### src/icache_types_pkg.sv
`default_nettype none

// request opcodes and controller states of the icache
package icache_types_pkg;

    // fetch port opcode
    typedef enum logic {
        op_fetch     = 1'b0,    // read one instruction word
        op_inv_index = 1'b1     // clear both ways of one set
    } cache_op_e;

    // lookup controller
    typedef enum logic [2:0] {
        st_idle   = 3'd0,
        st_lookup = 3'd1,       // tags valid from the way stores
        st_miss   = 3'd2,       // memory request out
        st_fill   = 3'd3,       // wait for memory ack to drop
        st_reply  = 3'd4        // answer from the fill buffer
    } ctrl_state_e;

endpackage

`default_nettype wire

### src/icache_req_decode.sv
`default_nettype none

module icache_req_decode #(
    parameter int INDEX_WIDTH       = 6,
    parameter int WORD_OFFSET_WIDTH = 3,
    localparam int TAG_W            = 30 - INDEX_WIDTH - WORD_OFFSET_WIDTH
) (
    input  wire                             clk,
    input  wire                             rstn,
    input  wire                             i_req,
    input  wire  [31:0]                     i_addr,
    input  var   icache_types_pkg::cache_op_e i_op,
    input  wire                             i_reply,
    output logic                            o_ack,
    output logic                            o_start,
    output icache_types_pkg::cache_op_e     o_op,
    output logic [TAG_W-1:0]                o_tag,
    output logic [INDEX_WIDTH-1:0]          o_index,
    output logic [WORD_OFFSET_WIDTH-1:0]    o_word,
    output logic                            o_misaligned,
    output logic [INDEX_WIDTH-1:0]          o_rd_index
);

    logic busy;     // request in flight, no ack yet
    logic capture;

    // only take a new request with ack low and nothing pending
    assign capture = i_req && !busy && !o_ack;

    always_ff @(posedge clk) begin
        if (!rstn) begin
            busy    <= 1'b0;
            o_ack   <= 1'b0;
            o_start <= 1'b0;
        end else begin
            o_start <= capture;
            if (capture) begin
                busy <= 1'b1;
            end else if (i_reply) begin
                busy <= 1'b0;
            end
            if (i_reply) begin
                o_ack <= 1'b1;
            end else if (!i_req) begin
                o_ack <= 1'b0;      // four-phase: requester let go
            end
        end
    end

    // request fields, held until the next capture
    always_ff @(posedge clk) begin
        if (capture) begin
            o_op    <= i_op;
            o_tag   <= i_addr[31 -: TAG_W];
            o_index <= i_addr[WORD_OFFSET_WIDTH+2 +: INDEX_WIDTH];
            // invalidate answers with word 0
            o_word  <= (i_op == icache_types_pkg::op_fetch) ?
                       i_addr[2 +: WORD_OFFSET_WIDTH] : '0;
            o_misaligned <= (i_op == icache_types_pkg::op_fetch) && (i_addr[1:0] != 2'b00);
        end
    end

    // arrays see the new index on the capture edge itself
    assign o_rd_index = capture ? i_addr[WORD_OFFSET_WIDTH+2 +: INDEX_WIDTH] : o_index;

    // a start while ack is still up would overlap two transactions
    a_start_not_during_ack: assert property (
        @(posedge clk) disable iff (!rstn)
        o_start |-> !o_ack
    );

endmodule

`default_nettype wire

### config.mk
export PLATFORM = sky130hd
export DESIGN_NAME = icache_req_decode
export DESIGN_NICKNAME = d
export VERILOG_FILES = /design/src/icache_types_pkg.sv /design/src/icache_req_decode.sv
export SDC_FILE = /design/constraint.sdc
export NUM_CORES = 1
export LEC_CHECK = 0
export BUFFER_PORTS_ARGS = -buffer_cell sky130_fd_sc_hd__buf_2
export CORE_MARGIN = 2
export CORE_UTILIZATION = 35
export DETAILED_ROUTE_END_ITERATION = 8
export GPL_TIMING_DRIVEN = 0
export PLACE_DENSITY = 0.71
export SYNTH_ARGS = -nofsm -noshare
export SYNTH_HDL_FRONTEND = slang
export SYNTH_SLANG_ARGS = --single-unit
### constraint.sdc
create_clock -name clk -period 2.2 [get_ports clk]
set_input_delay 0.11 -clock clk [delete_from_list [all_inputs] [get_ports clk]]
set_output_delay 0.11 -clock clk [all_outputs]
set_load 0.005 [all_outputs]
== Word-level counts from Yosys, hierarchy flattened ==
Index checks and enable logic that the tools add are counted.

* Output and inout bits: 40
* Register bits: 35
* Bits in latches: 0
* Word-level logic and storage cells: 22
* Memories kept: 0
* Memory bits (writable): 0
* Bits of input ports: 37
* ROM bits: 0

* Divide/modulo/power cells: 0
* Add/sub/neg operators: 0
* Shifts and indexed selects: 0
* Mux-type cells: 5
* Order comparisons: 0
* Equal/unequal tests: 1
* Multiply operators: 0
* Bitwise gates (word level): 1
* Reductions and logical operators: 7

{| class="wikitable"
|+ Operators by type and width
! cell !! count
|-
| 6-bit two-way mux || 1
|-
| 1-bit two-way mux || 4
|-
| 2-bit nonzero test || 2
|-
| 1-bit logical AND || 3
|-
| 1-bit logical NOT || 2
|-
| 2-bit by 1-bit != test with 1-bit output (second input constant) || 1
|-
| 1-bit NOT || 1
|}

== Depth between registers and ports, before layout ==
Gate-level depths: netlist of run 1.

* Depth after elaboration: 4
* Depth in mapped cells: 2
* Gate-level depth less buffers: 2

== Worst setup path after synthesis of run 1 ==
No wires, ideal clock.

* Path type: register -> register
* Start: register o_ack
* End: register o_index[0]
* Data required time: 2.072 ns
* Path slack: 0.374 ns
* Setup time: 0.128 ns
* Arrival: 1.698 ns
* Cell stages (with the launch flop): 3
* Cell sequence: dfxtp_1 -> nor3b_4 -> mux2_2

* Word-level cells in the longest chain between the ends: 3

{| class="wikitable"
|+ Ends and longest elaborated chain
! item !! line !! RTL
|-
| start: declaration || icache_req_decode.sv:14 || <nowiki>output logic o_ack,</nowiki>
|-
| start signal: assignment || icache_req_decode.sv:33 || <nowiki>o_ack <= 1'b0;</nowiki>
|-
| start signal: assignment || icache_req_decode.sv:43 || <nowiki>o_ack <= 1'b1;</nowiki>
|-
| start signal: assignment || icache_req_decode.sv:45 || <nowiki>o_ack <= 1'b0;</nowiki>
|-
| 1-bit logical NOT || icache_req_decode.sv:28 || <nowiki>assign capture = i_req && !busy && !o_ack;</nowiki>
|-
| 1-bit logical AND || icache_req_decode.sv:28 ||
|-
| net capture || icache_req_decode.sv:25 || <nowiki>logic capture;</nowiki>
|-
| 6-bit two-way mux || n/a ||
|-
| net o_rd_index[0] || icache_req_decode.sv:21 || <nowiki>output logic [INDEX_WIDTH-1:0] o_rd_index</nowiki>
|-
| end signal: assignment || icache_req_decode.sv:55 || <nowiki>o_index <= i_addr[WORD_OFFSET_WIDTH+2 +: INDEX_WIDTH];</nowiki>
|-
| end: declaration || icache_req_decode.sv:18 || <nowiki>output logic [INDEX_WIDTH-1:0] o_index,</nowiki>
|}

The timed path passes the listed nets, and every way through them passes these cells.
A chain may end at the register's enable or synchronous reset.

== Worst setup path after layout of run 1 ==
* Start: register o_ack
* End: register o_tag[18], enable pin

* Word-level cells in the longest chain between the ends: 2

{| class="wikitable"
|+ Ends and longest elaborated chain
! item !! line !! RTL
|-
| 1-bit logical NOT || icache_req_decode.sv:28 ||
|-
| 1-bit logical AND || icache_req_decode.sv:28 ||
|-
| end signal: assignment || icache_req_decode.sv:54 || <nowiki>o_tag <= i_addr[31 -: TAG_W];</nowiki>
|-
| end: declaration || icache_req_decode.sv:17 || <nowiki>output logic [TAG_W-1:0] o_tag,</nowiki>
|}

No other way between the ends.

==> flow_summary_export.csv, run 1 <==
group,metric,value,unit
synth,synthFlopType,"edfxtp_1",
grt,grt_pass1_vias,837,
grt,grt_pass1_wl,3910,um
sta,period_needed,1740,ps
placement,place_congestion,0.640,
floorplanning,pin_count,77,
synth,synth_seq_cells,35,
sta,fin_worst_skew,5.65,ps
power,seq_power_share,60.3,%
sta,period_share,79.0,%
cells_and_area,nets,201,
flow_run,cap_viol_max_count,0,
clock_tree,clock_latency,320,ps
power,p_sw,297,uW
synth,synth_area_leaders,"edfxtp_1, dfxtp_1, mux2_2",
grt,antenna_found_initial,0,
clock_tree,cts_resized,0,
power,swShare,22.7,%
worst_setup_path,slowest_delay,980,ps
synth,yosys.area.top_type_share,70.7,%
worst_setup_path,rr_worst_depth,1,
power,internal_power,1.01,mW
worst_setup_path,cp_cell_sequence,"nor3b_2",
synth,synth_top_area_cell,"edfxtp_1",
clock_tree,root_buffer,"clkbuf_4",
cells_and_area,drive_above_1_share,58.5,%
floorplanning,initial_core_util,36.5,%
synth,yosysMostFrequentCell,"edfxtp_1",
sta,slew_headroom,20.7,%
synth,synth_area,1100,um2
worst_setup_path,cp_top_family,"simple AND/OR/NAND/NOR gates",
worst_setup_path,worstPathMaxFanout,17,
power,comb_power_share,16.4,%
sta,worstMarginPinSlew,1180,ps
floorplanning,fp.dieW,60.2,um
grt,grt_max_degree,18,
clock_tree,cts_sinks,35,
floorplanning,die-area,3620,um2
floorplanning,row_count,20,
floorplanning,core_area,3030,um2
power,power_density,699,nW/um2
clock_tree,clkTransAtPathRegs,100,ps
placement,placedCellCount,172,
worst_setup_path,r2r-end,"o_tag[18]",
grt,grt-ovfl-total,0,
worst_setup_path,critPathBufInv,0,
hold_path,hold_path.class,"input pin to flip-flop",
clock_tree,cts_buffer_depth,2,
detailed_routing,via_count,897,
detailed_routing,wl_per_cell,13.5,um
run_status,status,"finished, final reports clean",
detailed_routing,first_pass_iters,4,
detailed_routing,ant_nets,0,
worst_setup_path,path_class,"flip-flop to flip-flop",
cells_and_area,final_cells,208,
synth,synth_edf_count,26,
worst_setup_path,reg2reg_slack,460,ps
power,peakVddDrop,0.384,mV
clock_tree,h-tree-depth,2,
synth,synth_nets,89,
hold_path,min_to,"busy",
synth,synth.top_cells.by_count,"edfxtp_1, dfxtp_1, mux2_2",
cells_and_area,syn2layout_area_growth,69.9,%
sta,rsz0062_at_grt,"false",
sta,hold_violations,0,
synth,yosys_warnings,0,
floorplanning,dieHeight,60.2,um
worst_setup_path,critPathCaptureType,"flip-flop",
worst_setup_path,worstSetupStartpointType,"flip-flop",
synth,synthCells,52,
grt,grtUsageTotal,16.0,%
power,p_clk_share,23.3,%
power,p_leak,0.833,nW
worst_setup_path,slowest_stage,"nor3b_2",
synth,yosysSeqAreaShare,87.0,%
worst_setup_path,rr_startpoint,"o_ack",
sta,fmax,575,MHz
clock_tree,numCtsBuffers,5,
detailed_routing,vias_per_cell,4.31,
hold_path,worstHoldStart,"rstn",
synth,synth.avg_cell_area,21.2,um2
clock_tree,cts_tree,"yes",
worst_setup_path,cp.required,2140,ps
detailed_routing,drt-total-wl,2810,um
placement,port_buffers,76,
hold_path,whs_path_depth,2,
sta,holdWs,20.6,ps
synth,synth.distinct_cells,9,
detailed_routing,drc_errors,0,
worst_setup_path,worst-endpoint-arrival,1680,ps
synth,async_reset_ff_share,0,%
sta,slew_viol_final,0,
sta,setup_viol,0,
cells_and_area,antenna_cells,0,
detailed_routing,drtIter0Drc,26,
power,power,1.31,mW
kinds of logic after synthesis:
logic type	share of synthesized area (%)
AND/OR/NAND/NOR	5.78
flip-flops	87.0
AO/OA/AOI/OAI	1.13
multiplexers	6.12
area by class of cell:
class / instances / area (um2)
fillers: 227 / 1150
multi-input cells: 18 / 156
clock inverters: 2 / 8.76
flip-flops and latches: 35 / 961
clock buffers: 5 / 37.5
well taps: 44 / 55.1
repair buffers: 104 / 658
routing by layer:
metal | vias to the layer above | GRT usage [%] | share of wire (%)
li1 | 419 | - | -
met1 | 415 | 15.8 | 36
met2 | 59 | 28.4 | 53
met3 | 4 | 6.93 | 10
met4 | 0 | 7.62 | 1.1
met5 | - | 0 | 0
worst max path at each step:
stage	from	end	slack (ps)	cells past startpoint
2_1_floorplan	o_ack	o_index[0]	370	2
3_3_place_gp	busy	o_rd_index[1]	50	3
3_5_place_dp	busy	o_rd_index[1]	-50	3
4_1_cts	o_ack	o_rd_index[1]	10	3
5_1_grt	o_ack	o_word[0]	300	1
6_report	o_ack	o_tag[18]	460	1
placed cells by master, fill, tap and decap left out:
cell,n
buf_2,76
edfxtp_1,26
dlygate4sd3_1,22
dfxtp_1,9
mux2_2,6
nor2b_1,5
clkbuf_4,5
buf_4,5
nor2_1,2
nor3b_4,1
a21oi_1,1
and2_1,1
o21a_1,1
clkinv_1,1
clkinv_2,1
nor3b_2,1
buf_12,1
power by group through the flow:
stage / combinational (mW) / clock (mW) / sequential [mW]
finish: 0.215 / 0.306 / 0.790
global route: 0.236 / 0.351 / 0.797
CTS: 0.199 / 0.315 / 0.790
detailed placement: 0.165 / 0 / 0.804
global placement: 0.159 / 0 / 0.801
floorplan: 0.0503 / 0 / 0.811
metrics by stage:
stage	setup TNS, ps	worst slack, ps	util (%)	area (um2)
after floorplan	0	374	-	1100
after global placement	0	53.1	50.9	1540
after detailed placement	-282	-53.8	50.9	1540
after CTS	0	10.2	59.8	1810
after global routing	0	301	62.0	1880
final	0	462	62.0	1880
timing repair:
item | 4_1_cts | 5_1_grt
setup buffers | 0 | 6
setup endpoints to repair | 6 | 6
hold endpoints to repair | 21 | 1
hold buffers | 21 | 1
pin swaps | 1 | 1
gates cloned | 1 | 0
registers in the layout (all words and copies together), names as in the netlist:
register and cells:
o_index 6, busy 1, o_start 1, o_misaligned 1
o_ack 1, o_tag 21, o_word 3, o_op 1
(Power assumes the default switching activity.)
==> run 2: changes to the inputs <==
- ABC_AREA: default -> 1
- PLACE_DENSITY: 0.71 -> 0.7
- clock period: 2.2 -> 1.6 ns (I/O delays scaled with it)
==> run 2 against run 1 <==
Net effect:
- global-route usage is 0.21 points higher
- sequential power is 38% higher
- count of clock-buffer cells in the layout stayed put
- final cell count is 9.6% higher
- die area is 2.4% higher
- clock power is 100% higher
- register-to-register slack worse by 320 ps
- non-clock buffer count stayed put
- first-iteration DRC count is 46% higher
- cell area is 2.5% higher
- routed wire length is 5.1% higher
- largest cell class unchanged
- synthesized area is 2.6% higher
==> flow_summary_export.csv, run 2 <==
group,metric,value,unit
run_status,status,"finished, final reports clean",
placement,port_buffers,75,
cells_and_area,antenna_cells,0,
flow_run,cap_viol_max_count,0,
detailed_routing,via_count,950,
grt,grt_max_degree,27,
synth,synth_area,1130,um2
placement,place_congestion,0.781,
cells_and_area,drive_above_1_share,46.7,%
sta,setup_viol,0,
cells_and_area,multi_input_area,139,um2
grt,antenna_found_initial,0,
grt,grt_pass1_vias,884,
cells_and_area,regMostFlops,"o_tag",
placement,placed_cell_area,1560,um2
synth,yosys_warnings,0,
sta,slew_viol_final,0,
floorplanning,initial_core_util,36.8,%
synth,yosys.area.top_type_share,68.9,%
floorplanning,core_area,3080,um2
synth,synth_area_leaders,"edfxtp_1, dfxtp_1, nand2_1",
hold_path,worstHoldStart,"i_reply",
placement,preCtsSetupSlack,-149,ps
sta,rsz0062_at_grt,"false",
detailed_routing,wl_per_cell,12.9,um
power,power_density,1030,nW/um2
clock_tree,cts_buffer_depth,2,
power,peakVddDrop,0.580,mV
detailed_routing,drtIter0Drc,38,
synth,synth_top_area_cell,"edfxtp_1",
grt,grt_pass1_wl,4110,um
sta,period_needed,1460,ps
floorplanning,dieHeight,60.9,um
sta,slew_headroom,64.7,%
worst_setup_path,worstPathMaxFanout,26,
synth,synth_edf_count,26,
cells_and_area,largest_reg_flops,21,
sta,fin_worst_skew,6.70,ps
detailed_routing,ant_nets,0,
placement,placedCellCount,192,
clock_tree,clkTransAtPathRegs,100,ps
sta,setup_slack,145,ps
clock_tree,numCtsBuffers,5,
floorplanning,die-area,3710,um2
worst_setup_path,cp.required,1520,ps
hold_path,hold_path.class,"input pin to flip-flop",
worst_setup_path,path_class,"flip-flop to flip-flop",
clock_tree,clock_latency,330,ps
clock_tree,cts_tree,"yes",
synth,synthFlopType,"edfxtp_1",
detailed_routing,vias_per_cell,4.17,
cells_and_area,largest_registers,"o_tag (21), o_index (6), o_word (3)",
worst_setup_path,rr_startpoint,"o_ack",
clock_tree,h-tree-depth,2,
worst_setup_path,cp-startpoint,"o_ack",
detailed_routing,drt-total-wl,2950,um
cells_and_area,final_core_util,62.5,%
power,power,1.98,mW
sta,period_share,91.0,%
sta,hold_violations,0,
worst_setup_path,worstSetupStartpointType,"flip-flop",
synth,synth_seq_cells,35,
clock_tree,root_buffer,"clkbuf_4",
floorplanning,pin_count,77,
synth,yosysSeqAreaShare,84.8,%
sta,fmax,687,MHz
synth,synth_nets,110,
sta,worstMarginPinSlew,528,ps
cells_and_area,nets,220,
synth,synth.top_cells.by_count,"edfxtp_1, nand2_1, dfxtp_1",
cells_and_area,final_cells,228,
synth,synth.avg_cell_area,15.5,um2
cells_and_area,final_common_cell,"buf_2",
cells_and_area,fillCellCount,253,
synth,async_reset_ff_share,0,%
floorplanning,fp.dieW,60.9,um
worst_setup_path,worst-endpoint-arrival,1370,ps
synth,yosysMostFrequentCell,"edfxtp_1",
placement,dp_hpwl,1730,um
detailed_routing,first_pass_iters,4,
synth,synth.distinct_cells,10,
detailed_routing,drc_errors,0,
cells_and_area,fin_area,1920,um2
grt,grt-ovfl-total,0,
power,p_leak,0.908,nW
cells_and_area,syn2layout_area_growth,69.8,%
grt,grtUsageTotal,16.2,%
worst_setup_path,critPathCaptureType,"flip-flop",
clock_tree,cts_sinks,35,
synth,synthCells,73,
cells_and_area,register_area,961,um2
floorplanning,row_count,20,
cells_and_area,final_cell_mix,"buf_2, dlygate4sd3_1, edfxtp_1",
## run 2: changes by cell type after synthesis, moves of 3 or more
cell     change
nor2_1       +3
nand3_1      +8
nor2b_1      -5
inv_1        +7
mux2_2       -6
nand2_1     +14
## run 2: stage by stage
stage	hold slack (ps)	TNS, ps
6_report	14.6	0
5_1_grt	17.1	0
4_1_cts	0.985	0
3_5_place_dp	259	-3860
3_3_place_gp	257	-2690
2_1_floorplan	179	0
## run 2: area by class of cell
| cell class | instances | area share (%) |
|---|---|---|
| Clock buffer | 5 | 1.95 |
| Tap cell | 44 | 2.86 |
| Buffer | 1 | 0.390 |
| Inverter | 7 | 1.56 |
| Multi-Input combinational cell | 30 | 7.22 |
| Clock inverter | 3 | 2.02 |
| Timing Repair Buffer | 103 | 34.1 |
| Sequential cell | 35 | 49.9 |
## run 2: per-layer routing
metal | share of wire, % | wire length, um | track usage (%)
met5 | 0 | 0 | 0
met2 | 48 | 1410 | 28.0
met1 | 40 | 1170 | 17.0
met3 | 12 | 343 | 7.68
met4 | 0.78 | 23 | 6.52
## run 2: final timing paths
check                                   to  slack [ps]  cells past startpoint
worst max-delay path             o_word[0]         140                      3
worst min-delay path                  busy          10                      4
worst max register to register   o_word[0]         140                      3
worst min register to register  o_index[4]         480                      2
## run 2: report_power, final
group / internal, mW / switching [mW] / total [mW]
Sequential: 1.06 / 0.0284 / 1.09
Clock: 0.321 / 0.290 / 0.611
Combinational: 0.156 / 0.132 / 0.287
## run 2: critical path, cell delays in order, from the launching register on
cell	delay [ps]
dfxtp_1	400
nor2_4	80
nand2_4	110
clkinvlp_4	450
## run 2: logic make-up after synthesis
family	share of synthesized area, %
DFF	84.8
and+or+nand+nor	11.8
buffers and inverters	2.98
AOI/OAI and AO/OA	0.441
## run 2: what timing repair did
action,4_1_cts,5_1_grt
hold endpoints to repair,27,0
endpoints found under the setup margin,26,0
gates resized for setup,1,0
buffers inserted,0,0
hold buffers,28,0
==> run 3: changes to the inputs <==
- SETUP_SLACK_MARGIN: default -> 0.2
==> run 3 against run 2 <==
Net effect:
- via count up 5.3%
- global-route usage up 0.91 points
- final cell count is 2.2% higher
- clock power decreased by 30%
- count of clock-buffer cells in the layout is 1 higher
- fmax increased by 5.3%
- setup slack improved by 73 ps
- power decreased by 8.1%
- sequential share of layout area down 0.48 points
- hold slack worse by 3.9 ps
- die area stayed put
- cell area rose by 1.1%
- critical endpoint is now o_misaligned
- largest power group unchanged
- highest routed layer unchanged
==> flow_summary_export.csv, run 3 (same netlist as run 2, synthesis figures left out) <==
group,metric,value,unit
sta,period_needed,1380,ps
worst_setup_path,cp.required,1620,ps
detailed_routing,wl_per_cell,13.0,um
sta,worstMarginPinSlew,282,ps
grt,grt_max_degree,14,
cells_and_area,syn2layout_area_growth,71.6,%
flow_run,cap_viol_max_count,0,
grt,antenna_found_initial,0,
hold_path,hold_path.class,"input pin to flip-flop",
floorplanning,row_count,20,
detailed_routing,ant_nets,0,
worst_setup_path,cp_cell_sequence,"nor2_4, nand2_4, buf_4, clkinvlp_2",
placement,place_congestion,0.742,
cells_and_area,drive_above_1_share,50.3,%
power,peakVddDrop,0.478,mV
clock_tree,clkTransAtPathRegs,100,ps
cells_and_area,fillCellCount,250,
grt,grt-ovfl-total,0,
sta,setup_viol,0,
floorplanning,die-area,3710,um2
worst_setup_path,critPathBufInv,2,
cells_and_area,largest_registers,"o_tag (21), o_index (6), o_word (3)",
sta,fmax,724,MHz
cells_and_area,register_area,962,um2
sta,fin_worst_skew,4.40,ps
run_status,status,"finished, final reports clean",
clock_tree,cts_sinks,35,
sta,setup_slack,218,ps
cells_and_area,regMostFlops,"o_tag",
floorplanning,fp.dieW,60.9,um
clock_tree,numCtsBuffers,5,
power,p_leak,0.907,nW
grt,grt_pass1_wl,4370,um
cells_and_area,antenna_cells,0,
worst_setup_path,critPathCaptureType,"flip-flop",
cells_and_area,fin_area,1950,um2
clock_tree,cts_tree,"yes",
floorplanning,dieHeight,60.9,um
sta,tns,0,ps
placement,preCtsSetupSlack,157,ps
floorplanning,core_area,3080,um2
power,power,1.82,mW
sta,slew_headroom,81.1,%
cells_and_area,nets,225,
worst_setup_path,worstPathMaxFanout,8,
placement,dp_hpwl,1730,um
sta,slew_viol_final,0,
sta,rsz0062_at_grt,"true",
sta,hold_violations,0,
sta,period_share,86.4,%
cells_and_area,largest_reg_flops,21,
floorplanning,initial_core_util,36.8,%
detailed_routing,vias_per_cell,4.29,
clock_tree,h-tree-depth,2,
detailed_routing,drt-total-wl,3040,um
placement,placed_cell_area,1570,um2
placement,port_buffers,75,
grt,grtUsageTotal,17.1,%
worst_setup_path,cp_top_family,"buffers and inverters",
worst_setup_path,slowest_stage,"dfxtp_2",
worst_setup_path,slowest_delay,350,ps
cells_and_area,multi_input_area,151,um2
worst_setup_path,worstSetupStartpointType,"flip-flop",
clock_tree,root_buffer,"clkbuf_4",
clock_tree,clock_latency,320,ps
floorplanning,pin_count,77,
detailed_routing,first_pass_iters,4,
worst_setup_path,path_class,"flip-flop to flip-flop",
cells_and_area,final_common_cell,"buf_2",
sta,holdWs,10.7,ps
grt,grt_pass1_vias,936,
clock_tree,cts_buffer_depth,2,
power,power_density,937,nW/um2
detailed_routing,drc_errors,0,
detailed_routing,via_count,1000,
cells_and_area,final_cell_mix,"buf_2, dlygate4sd3_1, edfxtp_1",
detailed_routing,drtIter0Drc,29,
worst_setup_path,worst-endpoint-arrival,1400,ps
[run 3: metal layers]
metal / global-route usage (%) / part of all wire [%] / vias to the layer above
met4: 6.52 / 1.4 / 0
met1: 17.7 / 35 / 452
met5: 0 / 0 / -
met3: 7.46 / 11 / 5
li1: - / - / 483
met2: 30.4 / 52 / 60
[run 3: worst paths after layout]
kind | from | to | slack [ps] | cells after the start
worst min register to register | o_index[5] | o_index[5] | 470 | 2
worst max-delay path | o_ack | o_misaligned | 220 | 4
worst min-delay path | i_addr[6] | o_index[1] | 10 | 3
worst max register to register | o_ack | o_misaligned | 220 | 4
[run 3: worst reg2reg max path: cells and delay by family (launching register included)]
family	cells	cell delay [ps]
buffers and inverters	2	370
AND/OR/NAND/NOR	2	360
flip-flops	1	350
[run 3: area by class of cell]
| class | instances | share of cell area, % |
|---|---|---|
| Buffer | 1 | 0.386 |
| Sequential cell | 35 | 49.5 |
| Clock inverter | 2 | 0.386 |
| Tap cell | 44 | 2.83 |
| Timing Repair inverter | 2 | 0.643 |
| Clock buffer | 6 | 2.12 |
| Inverter | 7 | 1.54 |
| Timing Repair Buffer | 106 | 34.9 |
| Multi-Input combinational cell | 30 | 7.78 |
[run 3: repair_timing]
item | 4_1_cts | 5_1_grt
endpoints found under the hold margin | 28 | 0
cloned | 1 | 1
hold buffers | 28 | 0
resized for setup | 1 | 6
setup endpoints to repair | 26 | 6
setup buffers | 0 | 3
pin swaps | 0 | 4
[run 3: where the power goes]
group | total [mW] | internal (mW) | switching, mW | leakage (nW)
Sequential | 1.09 | 1.06 | 0.0299 | 0.322
Clock | 0.429 | 0.163 | 0.266 | 0.0273
Combinational | 0.308 | 0.168 | 0.139 | 0.557
[run 3: stage by stage]
| stage | instances | utilization [%] |
|---|---|---|
| 5_1_grt | 233 | 63.2 |
| 6_report | 233 | 63.2 |
| 2_1_floorplan | 73 | - |
| 3_3_place_gp | 192 | 50.9 |
| 3_5_place_dp | 192 | 50.9 |
| 4_1_cts | 229 | 61.9 |
